**src/source/pe_pkg.sv**
```systemverilog
package pe_pkg;

    //////////////////////////////
    // operand format
    //////////////////////////////

    // sign, 4-bit exponent, 3-bit fraction
    localparam int WORD_W = 8;
    localparam int EXP_W = 4;
    localparam int FRAC_W = 3;

    localparam int OPS_PER_BEAT = 16;
    localparam int BEAT_W = WORD_W * OPS_PER_BEAT;

    // weight row index carried with each beat
    localparam int ROW_W = 6;

    //////////////////////////////
    // datapath widths
    //////////////////////////////

    // product of two hidden-one significands, not normalized
    localparam int PROD_MANT_W = 2 * (FRAC_W + 1);

    // product mantissa plus four guard zeros
    localparam int ALIGN_W = PROD_MANT_W + 4;

    // sixteen signed terms, one extra bit per adder level
    localparam int SUM_W = ALIGN_W + 1 + 4;

    // one multiplier output
    typedef struct packed {
        logic                   sign;
        logic                   zero;
        logic [EXP_W-1:0]       exp;
        logic [PROD_MANT_W-1:0] mant;
    } prod_t;

    // accepted activation beat and the weight row it pairs with
    typedef struct packed {
        logic [BEAT_W-1:0] ops;
        logic [ROW_W-1:0]  row;
    } beat_t;

    // block exponent with the signed sum of aligned products
    typedef struct packed {
        logic [EXP_W-1:0]        exp;
        logic signed [SUM_W-1:0] sum;
    } lane_result_t;

endpackage
```
**src/source/result_collector.sv**
```systemverilog
`timescale 1ns/1ps

module result_collector #(
    parameter int N_LANES    = 4,
    parameter int FIFO_DEPTH = 8
) (
    input  logic                                 clk,
    input  logic                                 reset,
    input  logic                                 lane_valid,
    input  pe_pkg::lane_result_t [N_LANES-1:0]   lane_results,
    output logic                                 result_valid,
    input  logic                                 result_ready,
    output pe_pkg::lane_result_t [N_LANES-1:0]   result,
    output logic                                 act_credit
);

    localparam int PTR_W = (FIFO_DEPTH > 1) ? $clog2(FIFO_DEPTH) : 1;
    localparam int CNT_W = $clog2(FIFO_DEPTH + 1);

    pe_pkg::lane_result_t [N_LANES-1:0] fifo_mem [FIFO_DEPTH];
    logic [PTR_W-1:0]                   wr_ptr;
    logic [PTR_W-1:0]                   rd_ptr;
    logic [CNT_W-1:0]                   count;
    logic                               push;
    logic                               pop;

    // credits held by the source keep the queue from overflowing
    assign push = lane_valid;
    assign pop  = result_valid && result_ready;

    assign result_valid = (count != '0);
    assign result       = fifo_mem[rd_ptr];

    // every slot freed goes back to the source as a credit
    assign act_credit = pop;

    always_ff @(posedge clk)
    begin
        if (push)
            fifo_mem[wr_ptr] <= lane_results;
    end

    //////////////////////////////
    // pointers and occupancy
    //////////////////////////////

    always_ff @(posedge clk)
    begin
        if (reset)
        begin
            wr_ptr <= '0;
            rd_ptr <= '0;
            count  <= '0;
        end
        else
        begin
            if (push)
                wr_ptr <= (wr_ptr == PTR_W'(FIFO_DEPTH - 1)) ? '0 : wr_ptr + 1'b1;
            if (pop)
                rd_ptr <= (rd_ptr == PTR_W'(FIFO_DEPTH - 1)) ? '0 : rd_ptr + 1'b1;
            case ({push, pop})
                2'b10:   count <= count + 1'b1;
                2'b01:   count <= count - 1'b1;
                default: count <= count;
            endcase
        end
    end

endmodule

```
**config.mk**
```make
export PLATFORM = sky130hd
export DESIGN_NAME = result_collector
export DESIGN_NICKNAME = d
export VERILOG_FILES = /design/src/source/pe_pkg.sv /design/src/source/result_collector.sv
export SDC_FILE = /design/constraint.sdc
export NUM_CORES = 1
export LEC_CHECK = 0
export ABC_AREA = 0
export BUFFER_PORTS_ARGS = -buffer_cell sky130_fd_sc_hd__buf_2
export CORE_ASPECT_RATIO = 1.1
export CORE_UTILIZATION = 54
export DETAILED_ROUTE_END_ITERATION = 6
export HOLD_SLACK_MARGIN = 0.02
export PLACE_DENSITY_LB_ADDON = 0.15
export SYNTH_ARGS = -nofsm -noshare
export SYNTH_HDL_FRONTEND = slang
export SYNTH_SLANG_ARGS = --single-unit
```
**constraint.sdc**
```tcl
create_clock -name clk -period 6.83 [get_ports clk]
set_clock_uncertainty 0.15 [all_clocks]
set_input_delay 0.683 -clock clk [delete_from_list [all_inputs] [get_ports clk]]
set_output_delay 0.683 -clock clk [all_outputs]
set_load 0.02 [all_outputs]
```
After elaboration in Yosys (flattened, before gate mapping) --
Memory sizes are Yosys's and may differ from the RTL's. A register that Yosys moved wholly into a read port is not among the register bits. Index checks and enable logic that the tools add are counted.
Operators by class: add/sub/neg operators 4, multipliers 0, div/mod/pow operators 0, $lt $le $gt $ge 0, eq/ne operators 4, shift operators 0, muxes and demuxes 7, bitwise operators 0, reductions and logical operators 3
Operators with widths (count):
- $mux W3 | 4
- $pmux W4 S2 | 1
- $add A3 B1 Y3 const B | 2
- $eq A3 B3 Y1 const B | 2
- $add A4 B1 Y4 const B | 1
- $reduce_bool A4 Y1 | 1
- $sub A4 B1 Y4 const B | 1
- $eq A2 B1 Y1 const B | 1
- $eq A2 B2 Y1 const B | 1
- $mux W1 | 2
- $reduce_bool A2 Y1 | 1
- $logic_and A1 B1 Y1 | 1
Storage, ports and cells: register bits 10, latch bits 0, RAM bits 672, bits in read-only memories 0, bits of input ports 88, output and inout bits 86, memories 1
Memory list:
- fifo_mem | words 8, bits a word 84, read ports 1, clocked after Yosys merged registers in 1, write ports 1, line result_collector.sv:20 | pe_pkg::lane_result_t [N_LANES-1:0] fifo_mem [FIFO_DEPTH];

Longest topological paths before layout --
depth after elaboration 4, gate-level depth with buffers 10, depth with buffers taken out 10

Worst setup path before layout --
OpenSTA, ideal clock, no wires.
path kind input port to flip-flop, start input port lane_valid, end memory fifo_mem[0][0] in the netlist's numbering (enable), setup time 630 ps, data arrival time 6484 ps, required time 6050 ps, path slack -434 ps, stages on the path 2, buffers on the path 0, cell sequence nand2b_1 > nor3_1
On the way: word-level cells in the longest chain between the ends 2
Ends and longest elaborated chain:
- start: declaration | line result_collector.sv:9 | input logic lane_valid,
- $mux W1 | line result_collector.sv:39 | if (push)
- $mux W1 (implied by the code) | line result_collector.sv:40 | fifo_mem[wr_ptr] <= lane_results;
- end: declaration | line result_collector.sv:20
No other way between the ends.

==> impl_results.md <==
* Buffers and inverters on the worst path at 2
* Count of cells resized by post-cts repair at 0
* Total Die Area at a little under 0.05 mm2
* Delay of the slowest critical-path stage at just under 800 ps
* Violation count after the first detailed-route iteration at ~750
* TritonCTS clock tree: done
* Kind of launch point of the worst setup path: register
* H-tree Lvls at 3
* Setup WS pre-CTS at between 3000 and 4000 ps
* Half-perimeter wire length of the detailed placement result at 24630 um
* Cell internal power dissipation at 7.518 mW
* Data arrival at the endpoint of the critical path at between 3000 and 4000 ps
* Final Hold Fails at 0
* Clock insertion delay at the later pin of the skew report at a little under 600 ps
* Worst-case headroom to the max-slew limit at 34.89%
* Pin slew with the least headroom to its limit at 976.6 ps
* Type of the most critical hold path: input pin to register
* Startpoint of the most critical hold path: lane_results[22]
* Data required time at the worst endpoint at approximately 6000 ps
* Highest attainable clock frequency at 0.2533 GHz
* Initial core utilization at around 55%
* Final routed wirelength across all metal layers at 47750 um
* Total global routing overflow at 0
* Number of max-cap violations at 0
* Ratio of cells with drive above 1 in the final layout at between 40% and 50%
* Count of endpoints failing setup in the final report at 0
* Layout Cells excl Fill at around 2000
* Buffer type at the clock tree root: sky130_fd_sc_hd__clkbuf_16
* Kind of capture point of the worst setup path: output port
* Wire length of the first global-routing pass at roughly 72000 um
* Avg Inst Size Synth at 24.74 um2
* TritonCTS sink count at ~690
* Vias per cell at ~5.8
* Portion of the post-synthesis area used by sequential elements at a little under 80%
* Number of antenna violations at the first check in global routing at 9
* Number of buffers on the longest clock path at 3
* 1st-pass router iterations at 4
* Pins over their slew limit at 0
* DIE WIDTH at around 210 um
* Peak supply drop at between 0.0002 and 0.00025 V
* Worst setup margin at between 2000 and 3000 ps
* Synthesized Nets at 1140
* Netlist Area Pre-Place at 0.02586 mm2
* Sequential fraction of design power at about half
* Result of the run: finished clean
* Part of the total power dissipated in the clock network at between 30% and 40%
* Final layout net count at ~1400
* Total number of placement rows at 83
* Number of cells produced by synthesis at 1045
* Cell total after placement at roughly 1800
* Classification of the worst setup path: register to output port
* Standard cell with the maximum stage delay on the critical path: sky130_fd_sc_hd__dfxtp_4
* Synth cell types at 26
* Post-cts hold buffer count at 0
* Via count of the first global-routing pass at approximately 12000
* Final critical-path required period at between 3000 and 4000 ps
* Final period util at 57.81%
* Std-Cell Core Area at about 0.047 mm2
* Cell breakdown of the critical path: buf_4 > mux4_2 > mux2_2 > buf_2
* Overall die height at around 230 um
* Number of buffers inserted during clock tree synthesis at 67
* Net switching power of the design at 2.444 mW
* Detailed-route DRC error count at 0
* Overall via count from detail_route at 11274
* Total power density per cell area at about 340 mW/mm2
* Sum of negative setup slack at 0 ps
* Category of cells accounting for the largest share of critical-path delay: multiplexers
* Final Wtd Congestion at approximately 0.69
* Synth Register Bits at ~700
* Buffer count from post-CTS setup fixing at 0
* GRT Util Overall at roughly 20%
* Number of top-level pins at approximately 170
* Count of input and output buffers at roughly 170
* Setup repair after global routing missed its margin: no
* Post-detailed-route wirelength per cell at 24.55 um
* Static Leak at 9.320 nW
* Clock Pin Slew Worst Setup and Hold Paths at approximately 60 ps
* Worst reg-to-reg setup slack at 4020 ps
* Switching share of power at approximately a quarter
* Max Fanout on Critical Path at 33
* P&R area growth vs syn at 13.93%
* Total design power at around 10 mW
* Share of total power in combinational logic at 18.2%
* Startpoint of the lowest-slack register-to-register path: count[1]
* Hold Slack at roughly 210 ps
* Number of antenna-violating nets in the routed design at 0
* Pin count of the biggest net entering global routing at roughly 140
* Number of warning messages in the yosys log at 0
state kept, by name, summed over array words and instances (netlist names), named ones only:
signal and flops:
rd_ptr 3, count 4, fifo_mem 672, wr_ptr 3
worst reg2reg max path, stage by stage, from the launching register on:
cell	delay, ps
sky130_fd_sc_hd__dfxtp_1	360
sky130_fd_sc_hd__or4_1	610
sky130_fd_sc_hd__nand2_1	180
sky130_fd_sc_hd__inv_1	100
sky130_fd_sc_hd__ha_1	280
sky130_fd_sc_hd__xor2_1	180
sky130_fd_sc_hd__ha_1	190
sky130_fd_sc_hd__a21oi_1	160
sky130_fd_sc_hd__xor2_1	100
sky130_fd_sc_hd__or3_1	310
sky130_fd_sc_hd__a21oi_1	140
cells in the mapped netlist:
cell / n / area, um2
sky130_fd_sc_hd__o41ai_1: 1 / 8.760
sky130_fd_sc_hd__nor2b_1: 1 / 6.260
sky130_fd_sc_hd__nand3_1: 1 / 5.000
sky130_fd_sc_hd__a21oi_1: 6 / 30.03
sky130_fd_sc_hd__inv_1: 2 / 7.510
sky130_fd_sc_hd__mux2i_1: 3 / 30.03
sky130_fd_sc_hd__nor2_1: 13 / 48.80
sky130_fd_sc_hd__buf_2: 11 / 55.05
sky130_fd_sc_hd__xor2_1: 3 / 26.28
sky130_fd_sc_hd__ha_1: 7 / 87.58
sky130_fd_sc_hd__nand4b_1: 1 / 8.760
sky130_fd_sc_hd__mux4_2: 168 / 3784
sky130_fd_sc_hd__edfxtp_1: 672 / 20180
sky130_fd_sc_hd__buf_1: 8 / 30.03
sky130_fd_sc_hd__or4_1: 1 / 7.510
sky130_fd_sc_hd__mux2_2: 86 / 968.4
sky130_fd_sc_hd__o21ai_0: 1 / 5.000
sky130_fd_sc_hd__nor3_1: 3 / 15.01
sky130_fd_sc_hd__or3_1: 2 / 12.51
sky130_fd_sc_hd__clkbuf_1: 16 / 60.06
sky130_fd_sc_hd__nand2b_1: 3 / 18.77
sky130_fd_sc_hd__nand2_1: 7 / 26.28
sky130_fd_sc_hd__a41oi_1: 1 / 8.760
sky130_fd_sc_hd__buf_6: 14 / 157.7
sky130_fd_sc_hd__dfxtp_1: 13 / 260.3
sky130_fd_sc_hd__nor4b_1: 1 / 8.760
cell type report:
type | instances | area [um2]
sequential | 685 | 20450
fill | 3292 | 17480
multi-input combinational | 309 | 5174
clock buffer | 93 | 1817
timing repair buffer | 193 | 1066
tap | 637 | 797.0
clock inverter | 21 | 132.6
antenna | 5 | 12.51
inverter | 2 | 7.507
through the flow:
| stage | util [%] | instance area [um2] |
|---|---|---|
| 6_report | 62.75 | 29460 |
| 3_3_place_gp | 58.58 | 27500 |
| 5_1_grt | 62.73 | 29450 |
| 4_1_cts | 62.73 | 29440 |
| 3_5_place_dp | 58.58 | 27500 |
| 2_1_floorplan | - | 25870 |
final timing paths:
path	endpoint	cells past startpoint
min reg2reg	register	2
max	result[63]	4
max reg2reg	count[2]	10
min	fifo_mem[4][22]	1
routing by layer:
layer	global-route usage (%)	up-vias	share of wire, %
li1	-	4912	-
met1	27.79	6040	43
met2	32.74	256	49
met3	5.108	58	6.3
met4	6.091	8	1.6
met5	0	-	0.11
power groups by stage:
stage	clock (mW)	sequential (mW)	combinational, mW
after floorplan	0	4.84	1.48
after global routing	3.57	4.84	1.96
after CTS	3.41	4.82	1.86
final	3.33	4.82	1.82
after detailed placement	0	4.91	1.85
after global placement	0	4.91	1.84
logic make-up after synthesis:
| family | Yosys count | synth area share, % |
|---|---|---|
| AO/OA/AOI/OAI | 9 | 0.2032 |
| XOR/XNOR | 3 | 0.1016 |
| adder cells (fa/ha/maj) | 7 | 0.3387 |
| buffers and inverters | 51 | 1.200 |
| flip-flops | 685 | 79.05 |
| multiplexers | 257 | 18.50 |
| AND/OR/NAND/NOR | 33 | 0.6098 |
layout by cell type (no fill, tap or decap):
master,n
sky130_fd_sc_hd__or3_1,2
sky130_fd_sc_hd__nand3_1,1
sky130_fd_sc_hd__mux2_2,86
sky130_fd_sc_hd__nand2_1,7
sky130_fd_sc_hd__nand2b_1,3
sky130_fd_sc_hd__o21ai_0,1
sky130_fd_sc_hd__a21oi_1,6
sky130_fd_sc_hd__nor2_1,7
sky130_fd_sc_hd__xor2_1,3
sky130_fd_sc_hd__clkinv_2,6
sky130_fd_sc_hd__nor2b_1,1
sky130_fd_sc_hd__nor3_4,2
sky130_fd_sc_hd__buf_4,16
sky130_fd_sc_hd__clkinv_1,10
sky130_fd_sc_hd__ha_1,7
sky130_fd_sc_hd__inv_6,4
sky130_fd_sc_hd__buf_2,173
sky130_fd_sc_hd__nor3_1,1
sky130_fd_sc_hd__nor2_4,6
sky130_fd_sc_hd__a41oi_1,1
sky130_fd_sc_hd__buf_12,4
sky130_fd_sc_hd__diode_2,5
sky130_fd_sc_hd__nor4b_1,1
sky130_fd_sc_hd__nand4b_1,1
sky130_fd_sc_hd__clkbuf_1,24
sky130_fd_sc_hd__dfxtp_1,10
sky130_fd_sc_hd__mux2i_1,3
sky130_fd_sc_hd__bufinv_16,1
sky130_fd_sc_hd__or4_1,1
sky130_fd_sc_hd__o41ai_1,1
sky130_fd_sc_hd__inv_1,2
sky130_fd_sc_hd__mux4_2,168
sky130_fd_sc_hd__edfxtp_1,672
sky130_fd_sc_hd__dfxtp_4,3
sky130_fd_sc_hd__clkbuf_16,69
Power figures use the tool's default switching activity.
