--- src/source/pe_pkg.sv ---
package pe_pkg;

    //////////////////////////////
    // operand format
    //////////////////////////////

    // sign, 4-bit exponent, 3-bit fraction
    localparam int WORD_W = 8;
    localparam int EXP_W = 4;
    localparam int FRAC_W = 3;

    localparam int OPS_PER_BEAT = 16;
    localparam int BEAT_W = WORD_W * OPS_PER_BEAT;

    // weight row index carried with each beat
    localparam int ROW_W = 6;

    //////////////////////////////
    // datapath widths
    //////////////////////////////

    // product of two hidden-one significands, not normalized
    localparam int PROD_MANT_W = 2 * (FRAC_W + 1);

    // product mantissa plus four guard zeros
    localparam int ALIGN_W = PROD_MANT_W + 4;

    // sixteen signed terms, one extra bit per adder level
    localparam int SUM_W = ALIGN_W + 1 + 4;

    // one multiplier output
    typedef struct packed {
        logic                   sign;
        logic                   zero;
        logic [EXP_W-1:0]       exp;
        logic [PROD_MANT_W-1:0] mant;
    } prod_t;

    // accepted activation beat and the weight row it pairs with
    typedef struct packed {
        logic [BEAT_W-1:0] ops;
        logic [ROW_W-1:0]  row;
    } beat_t;

    // block exponent with the signed sum of aligned products
    typedef struct packed {
        logic [EXP_W-1:0]        exp;
        logic signed [SUM_W-1:0] sum;
    } lane_result_t;

endpackage
--- src/source/act_dispatch.sv ---
`timescale 1ns/1ps

module act_dispatch (
    input  logic                         clk,
    input  logic                         reset,
    input  logic                         weight_valid,
    input  logic                         act_valid,
    input  logic [pe_pkg::BEAT_W-1:0]    act_data,
    output logic [pe_pkg::ROW_W-1:0]     wr_row,
    output logic                         beat_valid,
    output pe_pkg::beat_t                beat
);

    logic [pe_pkg::ROW_W-1:0] wr_ptr;
    logic [pe_pkg::ROW_W-1:0] rd_ptr;
    logic [pe_pkg::ROW_W-1:0] rd_next;

    assign wr_row = wr_ptr;

    // write pointer doubles as the loaded row count
    always_ff @(posedge clk)
    begin
        if (reset)
            wr_ptr <= '0;
        else if (weight_valid)
            wr_ptr <= wr_ptr + 1'b1;
    end

    // wrap back to row 0 once past the last loaded row
    always_comb
    begin
        rd_next = rd_ptr + 1'b1;
        if (rd_next == wr_ptr)
            rd_next = '0;
    end

    //////////////////////////////
    // beat register
    //////////////////////////////

    always_ff @(posedge clk)
    begin
        if (reset)
        begin
            rd_ptr     <= '0;
            beat_valid <= 1'b0;
        end
        else
        begin
            beat_valid <= act_valid;
            if (act_valid)
                rd_ptr <= rd_next;
        end
    end

    // payload only, valid bit above qualifies it
    always_ff @(posedge clk)
    begin
        if (act_valid)
        begin
            beat.ops <= act_data;
            beat.row <= rd_ptr;
        end
    end

endmodule

--- config.mk ---
export PLATFORM = sky130hd
export DESIGN_NAME = act_dispatch
export DESIGN_NICKNAME = d
export VERILOG_FILES = /design/src/source/pe_pkg.sv /design/src/source/act_dispatch.sv
export SDC_FILE = /design/constraint.sdc
export NUM_CORES = 1
export LEC_CHECK = 0
export BUFFER_PORTS_ARGS = -buffer_cell sky130_fd_sc_hd__buf_4
export CAP_MARGIN = 30
export CELL_PAD_IN_SITES_DETAIL_PLACEMENT = 0
export CELL_PAD_IN_SITES_GLOBAL_PLACEMENT = 1
export CORE_AREA = 2 2 145 147
export CTS_CLUSTER_SIZE = 40
export DETAILED_ROUTE_END_ITERATION = 10
export DIE_AREA = 0 0 147 149
export GPL_TIMING_DRIVEN = 0
export PLACE_DENSITY_LB_ADDON = 0.15
export SETUP_SLACK_MARGIN = 0.02
export SLEW_MARGIN = 20
export SYNTH_ARGS = -nofsm -noshare
export SYNTH_HDL_FRONTEND = slang
export SYNTH_SLANG_ARGS = --single-unit
--- constraint.sdc ---
create_clock -name clk -period 1.9 [get_ports clk]
set_clock_uncertainty 0.15 [all_clocks]
set_input_delay 0.095 -clock clk [delete_from_list [all_inputs] [get_ports clk]]
set_output_delay 0.095 -clock clk [all_outputs]
set_load 0.01 [all_outputs]
=== After elaboration in Yosys (flattened, before gate mapping) ===
Index checks and enable logic that the tools add are counted.
W data, S select, Z words.

* Register bits: 147
* Input bits: 132
* Output and inout port bits: 141
* Logic and storage cells: 9

* $add $sub $neg: 2
* Equal/unequal tests: 1
* Multiplexer cells: 1

{| class="wikitable"
|+ Operator list
! kind !! number
|-
| $add A6 B1 Y6 const B || 2
|-
| $eq A6 B6 Y1 || 1
|-
| $mux W6 || 1
|}

=== Depth between registers and ports, before layout ===
Gate-level depths: netlist of run 1.

* Word-level depth: 3
* Depth in mapped cells: 6
* Gate-level depth less buffers: 6

=== Worst setup path after synthesis of run 1 ===
OpenSTA, ideal clock, no wires.

* Path type: reg-to-reg
* Start point: register rd_ptr[0] (netlist name)
* End point: register rd_ptr[1] (netlist name)
* Library setup time: 70 ps
* Arrival: 1551 ps
* Data required time: 1680 ps
* Path slack: 129 ps
* Cell stages (with the launch flop): 7
* Path buffers: 0
* Period minus slack after synthesis: 1771 ps
* Path through: dfxtp_1 > ha_1 > nor3b_1 > o21a_1 > o311ai_4 > o211ai_1 > a21oi_1

* Word-level cells in the longest chain between the ends: 3

{| class="wikitable"
|+ Ends and longest elaborated chain
! what !! RTL line !! text
|-
| start: declaration || act_dispatch.sv:15 || <nowiki>logic [pe_pkg::ROW_W-1:0] rd_ptr;</nowiki>
|-
| start signal: assignment || act_dispatch.sv:52 || <nowiki>rd_ptr <= rd_next;</nowiki>
|-
| $add A6 B1 Y6 (*) || act_dispatch.sv:32 || <nowiki>rd_next = rd_ptr + 1'b1;</nowiki>
|-
| $eq A6 B6 Y1 || act_dispatch.sv:33 || <nowiki>if (rd_next == wr_ptr)</nowiki>
|-
| $mux W6 (*) || act_dispatch.sv:33 ||
|}

Every way passes the cells marked *; elsewhere a longest branch is shown, timed or not.
A chain may end at the register's enable or synchronous reset.

=== Worst setup path in the final report of run 1 ===
* Start point: register rd_ptr[0] (netlist name)
* End point: register rd_ptr[3] (netlist name)

The elaborated chain is that of the path after synthesis.

==> results summary, run 1 <==
The run finished with clean final reports. The remaining number of nets flagged by the antenna check after routing came out at 0. The final-report setup violation count is 0. The HPWL after detailed placement is 10.1 mm. The hold path startpoint is act_valid. The synthesis-stage register bit count is 147. The maximum number of pins on one net before global-route repair came out at 84. The total global-route track usage came out at 12.7%. The number of iterations in the first detailed-routing pass is 4. 0 antenna diodes ended up in the layout.

Setup repair after global routing left no endpoint under its margin. The number of standard-cell rows in the floorplan is 53. The required time at the worst-slack endpoint is 2.09 ns. After clock tree synthesis, the clock-pin slew on the worst setup and hold paths is 0.07 ns. The post-route total power is 8.21 mW. The number of global-route vias before repair is 3568. The die outline area came out at 21900 sq um. Summed over all layers, the global routing overflow is 0. During I/O placement, the number of pins put on the boundary was 273. For this run, asynchronously set or reset flops after synthesis account for 0%.

The clock latency on the worst-skew pair is 0.41 ns. The total via count after detailed routing is 3556. After the first detailed-routing iteration, the DRC count stood at 144. The critical path startpoint is rd_ptr[0]$_SDFFE_PP0P_.

The total number of nets in the final design came out at 777. The sequential cells in the finished layout cover a total of 4290 sq um. For this run, the register share of the synthesized area comes to 89.6%. The number of hold-slack violations in the final timing report is 0. The number of enable flip-flop cells after synthesis is 134.

The buffer cell driving the clock tree root is sky130_fd_sc_hd__clkbuf_16. The width of the die came out at 147 microns. The starting density of the core came out at 23.3%. In this run the worst path has a maximum fanout of 7. The count of buffers added on input and output ports is 272. The mean routed wirelength per cell is 15.6 microns. The worst register-to-register path has a depth of 6. The first global-routing pass estimated 20.7 mm of wire. The vias per cell came out at 3.82. The top cell type by area accounts for 84.1% of the synthesized area. The aggregate negative setup slack is 0 ns. The detailed-route DRC error count came out at 0.

The number of placed instances with taps included came out at 767. The fraction of final layout cells sized beyond drive strength 1 is 48.3%. Ranked by instance count, the synthesized netlist is headed by 134 x sky130_fd_sc_hd__edfxtp_1, 13 x sky130_fd_sc_hd__dfxtp_1, 7 x sky130_fd_sc_hd__a21oi_1, 6 x sky130_fd_sc_hd__nor2_1, 6 x sky130_fd_sc_hd__xor2_1. The class of the tightest hold or removal check is primary input to register. The number of cells on the worst hold path is 1.

The maximum count of clock buffers along a single path came out at 2. Counting the fill cells in the layout gives 1916. The mapped netlist covers 4780 sq um. The fraction of the cycle the final worst path needs is 95.8%. The number of antenna violations at the first check in global routing came out at 0. The number of warnings issued by yosys came out at 0. At the end of routability-driven placement, the weighted congestion stood at 0.689. The minimum clock period is 1.82 ns. The synthesized instance count came out at 219. The H-tree depth reported by CTS is 4. Among all cell types in the netlist, the one instantiated most often is sky130_fd_sc_hd__edfxtp_1. The critical path data arrival time came out at 2.01 ns.

The core region is 20600 sq um. The tree built by TritonCTS fans out to 147 sinks. The largest voltage drop on the vdd net is 0.000516 V.

The area growth from synthesis to layout is 90.6%. The analysis attributes to cell leakage a power of 3.75 nW. At the pin with the least slew margin, the transition time is 0.634 ns. By area the synthesized netlist is led by sky130_fd_sc_hd__edfxtp_1 84%, sky130_fd_sc_hd__dfxtp_1 5.4%, sky130_fd_sc_hd__xor2_1 1.1%. The share of the core filled with cells came out at 44.3%. The most used flip-flop cell after synthesis is sky130_fd_sc_hd__edfxtp_1.

The worst slew slack as a fraction of its limit is 57.7%. The count of cell types in the netlist came out at 32. On the final layout, the worst hold slack is 0.0396 ns.

The ratio of total power to cell area came out at 901 nW/um^2. The highest achievable clock rate came out at 0.549 GHz. The critical path is of the register to register type. The die height is 149 microns. The post-synthesis net count came out at 353. The max-cap check violation count is 0. TritonCTS built the clock tree. The worst register-to-register path begins at rd_ptr[0]$_SDFFE_PP0P_.

STA classifies the critical path endpoint as a register. The worst setup path is launched from a register. The number of pins exceeding their max-slew limit in the final report is 0. The synthesized design spends more area on one cell type than any other, namely sky130_fd_sc_hd__edfxtp_1. The number of buffers created by CTS is 17. The number of cells in the finished layout apart from fillers is 931.

The area of the multi-input gates is 482 sq um. The synthesized area per cell is 21.8 sq um. Summed over all layers, the routed wires come to 14.5 mm.
layout make-up:
class | instances | area share (%)
plain buffers | 4 | 0.275
clock buffers | 17 | 4.67
clock inverters | 15 | 1.66
inverters | 1 | 0.0412
multi-input cells | 67 | 5.29
flip-flops and latches | 147 | 47.1
well taps | 275 | 3.78
repair buffers | 405 | 37.2
flip-flops by register name (all words and copies together), names as in the netlist:
name / flops
beat: 134
beat_valid: 1
rd_ptr: 6
wr_row: 6
final timing paths:
path / end / slack [ns]
setup / recovery: rd_ptr[3]$_SDFFE_PP0P_ / 0.08
hold / removal: beat[52]$_DFFE_PP_ / 0.04
setup reg to reg: rd_ptr[3]$_SDFFE_PP0P_ / 0.08
hold reg to reg: beat[2]$_DFFE_PP_ / 0.28
repair_timing:
action	4_1_cts	5_1_grt
setup buffers	0	2
resized for setup	2	3
hold endpoints to repair	141	0
hold buffers	130	0
setup endpoints to repair	6	6
pin swaps	2	9
report_power, final:
group          total [mW]  switching [mW]  leakage [nW]  internal (mW)
logic                1.10           0.432          2.06          0.664
registers            3.87          0.0763          1.42           3.80
clock network        3.24            1.40         0.271           1.84
total                8.21            1.91          3.75           6.30
metrics by stage:
stage          area [sq um]  worst slack [ns]
2_1_floorplan          4780             0.129
3_3_place_gp           7170            -0.557
3_5_place_dp           7200            -0.154
4_1_cts                9080            0.0138
5_1_grt                9110            0.0213
6_report               9110            0.0795
cells in the final DEF, fill, tap and decap left out, types with 5 or more instances in the layout:
master,netlist,routed
sky130_fd_sc_hd__buf_4,2,275
sky130_fd_sc_hd__edfxtp_1,134,134
sky130_fd_sc_hd__dlygate4sd3_1,0,130
sky130_fd_sc_hd__clkbuf_16,0,17
sky130_fd_sc_hd__dfxtp_1,13,11
sky130_fd_sc_hd__a21oi_1,7,7
sky130_fd_sc_hd__xor2_1,6,6
sky130_fd_sc_hd__nor2_1,6,6
sky130_fd_sc_hd__xnor2_1,5,5
sky130_fd_sc_hd__nand2b_1,5,5
logic make-up after synthesis:
family | synth area share, %
XOR/XNOR | 2.01
AND/OR/NAND/NOR | 4.47
multiplexers | 0.209
flip-flops | 89.6
adder cells (fa/ha/maj) | 0.523
buffers and inverters | 0.601
AO/OA/AOI/OAI | 2.59
critical path, cell delays in order, from the launching register on:
cell and delay (ns):
sky130_fd_sc_hd__dfxtp_4 0.37, sky130_fd_sc_hd__ha_4 0.18, sky130_fd_sc_hd__nor3b_1 0.14, sky130_fd_sc_hd__o21a_1 0.22
sky130_fd_sc_hd__o311ai_4 0.41, sky130_fd_sc_hd__o22ai_1 0.13, sky130_fd_sc_hd__a21oi_1 0.16
routing by layer:
metal	vias up	routed length [microns]	GRT usage [%]
li1	1700	-	-
met3	13	1020	4.59
met1	1699	5740	14.5
met5	-	0	0
met2	144	7570	22.2
met4	0	194	4.42
Note: power is estimated with default switching activity, not from simulation.
==> run 2: changes to the inputs <==
Settings changed: ABC_AREA set to 1.
==> run 2 against run 1 <==
Compared with the run above: hold slack better by 0.21 ns; die area stayed put; clock power is 5% lower; critical path type unchanged.
==> results summary, run 2 <==
The clock latency on the worst-skew pair is 0.41 ns (about the same). The synthesis-stage register bit count came to 147 (unchanged). The number of flip-flops in the largest register is 134 (unchanged). The final-report setup violation count came to 0 (unchanged).

The library cells used most frequently in the layout, excluding fill and tap cells, are 271 x sky130_fd_sc_hd__buf_4, 134 x sky130_fd_sc_hd__edfxtp_1, 132 x sky130_fd_sc_hd__dlygate4sd3_1, 33 x sky130_fd_sc_hd__nand2_1, 17 x sky130_fd_sc_hd__clkbuf_16. The number of sinks driven by the clock tree is 147 (unchanged). The slowest stage of the critical path is the sky130_fd_sc_hd__dlygate4sd3_1 cell. The cell area after synthesis is 4800 sq um (+0.39%). Setup repair after global routing left no endpoint under its margin. The detailed-route DRC error count is 0 (unchanged).

The post-route total power is 8.03 mW (-2.2%). The run finished with clean final reports. The slew of the pin with the lowest slew margin came out at 0.695 ns (+0.0602 ns). The H-tree depth reported by CTS came out at 4 (unchanged). In this design, the largest share of critical-path delay is due to buffers and inverters.

STA classifies the critical path startpoint as a register. The number of hold-slack violations in the final timing report came out at 0 (unchanged). The register with the most flip-flops in the final layout is beat.

The number of pins exceeding their max-slew limit in the final report is 0 (unchanged). The path with the worst hold slack has its endpoint at beat[32]$_DFFE_PP_. The critical path data arrival time was 1.88 ns (-0.13 ns). The number of standard-cell rows in the floorplan is 53 (unchanged). The fraction of final layout cells sized beyond drive strength 1 is 47.2% (-1.2 points). The count of cell types in the netlist came to 22 (-31%). Sorting the synthesized cells by how often they occur yields 134 x sky130_fd_sc_hd__edfxtp_1, 33 x sky130_fd_sc_hd__nand2_1, 15 x sky130_fd_sc_hd__inv_1, 13 x sky130_fd_sc_hd__dfxtp_1, 11 x sky130_fd_sc_hd__nor2_1. The endpoint identified for the worst register-to-register timing path is wr_row[3]$_SDFFE_PP0P_. The maximum fanout along the worst path is 6 (-1). The total wire length came to 14.7 mm (+1.1%). The area share of the leading cell type in the synthesized netlist came to 83.8% (-0.33 points).

The worst setup path is captured at a register. In this design, the critical path's most frequently occurring cell is sky130_fd_sc_hd__nand2_1. The ratio of total power to cell area is 881 nW/um^2 (-2.2%). The HPWL after detailed placement is 10.5 mm (+4.0%). The number of warnings issued by yosys came to 0 (unchanged). The synthesized instance count is 251 (+15%). The die height was 149 microns (unchanged). In this run the worst hold path is classified as primary input to register. The critical path class is register to register. The leakage power is 3.76 nW (+0.17%).

The max-cap check violation count came out at 0 (unchanged). The most used standard cell by instance count after synthesis is sky130_fd_sc_hd__edfxtp_1. Traced cell by cell, the critical path runs through nand2_1 > nor2_1 > nand2_1 > nor3b_1 > dlygate4sd3_1. The maximum count of clock buffers along a single path is 2 (unchanged). The vias per cell was 3.82 (about the same). The total number of nets in the final design came to 809 (+4.1%). By area the synthesized netlist is led by sky130_fd_sc_hd__edfxtp_1 84%, sky130_fd_sc_hd__dfxtp_1 5.4%, sky130_fd_sc_hd__nand2_1 2.6%. The proportion of synthesized flip-flops having asynchronous set or reset was 0% (unchanged). The width of the die is 147 microns (unchanged).

The register clock-pin slew on the reported worst setup and hold paths came out at 0.06 ns (about the same). The register-to-register setup slack came to 0.17 ns (+0.09 ns). The number of buffers created by CTS came to 17 (unchanged). The mean routed wirelength per cell is 15.3 microns (-2.1%). The number of I/O port buffers came out at 272 (unchanged). The number of cells on the worst hold path is 2 (+1). The synthesized area per cell is 19.1 sq um (-12%). The number of cells on the worst reg-to-reg path is 5 (-1).

The number of buffers inserted by post-CTS setup repair came to 0 (unchanged). The starting density of the core is 23.4% (+0.091 points). The sum of buffers and inverters on the critical path is 1 (+1). The top-level port count is 273 (unchanged).

The required time at the worst-slack endpoint is 2.05 ns (-0.04 ns). The number of global-route vias before repair came to 3688 (+3.4%). The area growth from synthesis to final layout came out at 89.8%. The most common cell after layout, fill and taps aside is sky130_fd_sc_hd__buf_4. The minimum clock period came out at 1.73 ns (-0.0911 ns).

The wire length of the first global-routing pass is 21.2 mm (+2.3%). The die outline area was 21900 sq um (unchanged). For this run, the leading register cell type out of synthesis is sky130_fd_sc_hd__edfxtp_1. The area of the core is 20600 sq um (unchanged). The aggregate negative setup slack came out at 0 ns (unchanged). The largest voltage drop on the vdd net came out at 0.000549 V (+6.4%). The highest achievable clock rate was 0.578 GHz (+5.3%). The worst slew slack as a fraction of its limit was 53.7% (-4.0 points). The post-synthesis net count came out at 385 (+9.1%). The fraction of the cycle the final worst path needs came to 91.0% (-4.8 points).

The startpoint of the most critical register-to-register path is wr_row[0]$_SDFFE_PP0P_. TritonCTS built the clock tree. CTS placed an instance of sky130_fd_sc_hd__clkbuf_16 at the clock tree root. The routability-driven placement congestion ratio came out at 0.727 (+5.4%).

The number of iterations in the first detailed-routing pass is 4 (unchanged). The remaining number of nets flagged by the antenna check after routing is 0 (unchanged). The antenna diode count is 0 (unchanged). The number of design-rule violations left by the first detailed-router iteration came out at 246 (+71%). The overall overflow remaining after global route came to 0 (unchanged). The number of enable flip-flop cells after synthesis was 134 (unchanged). The total via count after detailed routing was 3677 (+3.4%). The worst stage delay on the critical path is 0.54 ns (+0.13 ns). The worst hold path begins at act_data[26]. The share of the yosys chip area belonging to registers is 89.2% (-0.35 points).

The number of antenna violations at the first check in global routing came out at 0 (unchanged). The maximum number of pins on one net before global-route repair came out at 87 (+3.6%). The final-layout worst hold slack came out at 0.251 ns (+0.212 ns). sky130_fd_sc_hd__edfxtp_1 takes more of the synthesized area than any other cell. The total global-route track usage is 13.0% (+0.30 points).
==> run 2: cell count changes after synthesis, moves of 6 or more <==
cell                      change
sky130_fd_sc_hd__a21oi_2      +6
sky130_fd_sc_hd__inv_1       +14
sky130_fd_sc_hd__nand2_1     +30
sky130_fd_sc_hd__xor2_1       -6
==> run 2: routing by layer <==
layer | wire, microns | GRT usage, % | vias up
li1 | - | - | 1777
met1 | 5590 | 14.1 | 1728
met2 | 7660 | 23.3 | 151
met3 | 1130 | 4.68 | 21
met4 | 316 | 5.19 | 0
met5 | 0 | 0 | -
==> run 2: worst max path at each step <==
stage / from / to / slack [ns] / depth (start not counted)
2_1_floorplan: rd_ptr[0]$_SDFFE_PP0P_ / rd_ptr[0]$_SDFFE_PP0P_ / 0.33 / 10
3_3_place_gp: act_valid / rd_ptr[3]$_SDFFE_PP0P_ / -0.56 / 6
3_5_place_dp: rd_ptr[0]$_SDFFE_PP0P_ / rd_ptr[4]$_SDFFE_PP0P_ / 0.07 / 10
4_1_cts: rd_ptr[0]$_SDFFE_PP0P_ / rd_ptr[4]$_SDFFE_PP0P_ / 0.05 / 10
5_1_grt: rd_ptr[0]$_SDFFE_PP0P_ / rd_ptr[4]$_SDFFE_PP0P_ / 0.03 / 10
6_report: wr_row[0]$_SDFFE_PP0P_ / wr_row[3]$_SDFFE_PP0P_ / 0.17 / 5
==> run 2: power by group <==
group	total [mW]	switching, mW	internal [mW]
Clock	3.08	1.38	1.70
Sequential	3.87	0.0738	3.79
Combinational	1.08	0.439	0.644
==> run 2: area by class of cell <==
cell class | count | area (sq um)
Inverter | 16 | 60.1
Clock buffer | 17 | 425
Clock inverter | 14 | 123
Tap cell | 275 | 344
Timing Repair Buffer | 405 | 3400
Sequential cell | 147 | 4290
Buffer | 2 | 7.51
Fill cell | 1911 | 11400
Multi-Input combinational cell | 86 | 469
==> run 2: repair_timing <==
action,4_1_cts,5_1_grt
gates resized for setup,0,7
hold buffers,132,0
endpoints found under the hold margin,183,0
endpoints found under the setup margin,0,6
==> run 2: cell families after synthesis <==
family                   synth area share, %
AO/OA/AOI/OAI                           2.09
AND/OR/NAND/NOR                         6.75
buffers and inverters                   1.41
flip-flops                              89.2
adder cells (fa/ha/maj)                0.521
==> run 2: through the flow <==
step	cell area (sq um)	util, %	setup WS, ns	std cells
4_1_cts	9090	44.2	0.0477	962
2_1_floorplan	4800	-	0.331	251
3_5_place_dp	7220	35.1	0.0671	799
3_3_place_gp	7190	35.0	-0.562	798
5_1_grt	9110	44.3	0.0286	962
6_report	9110	44.3	0.171	962
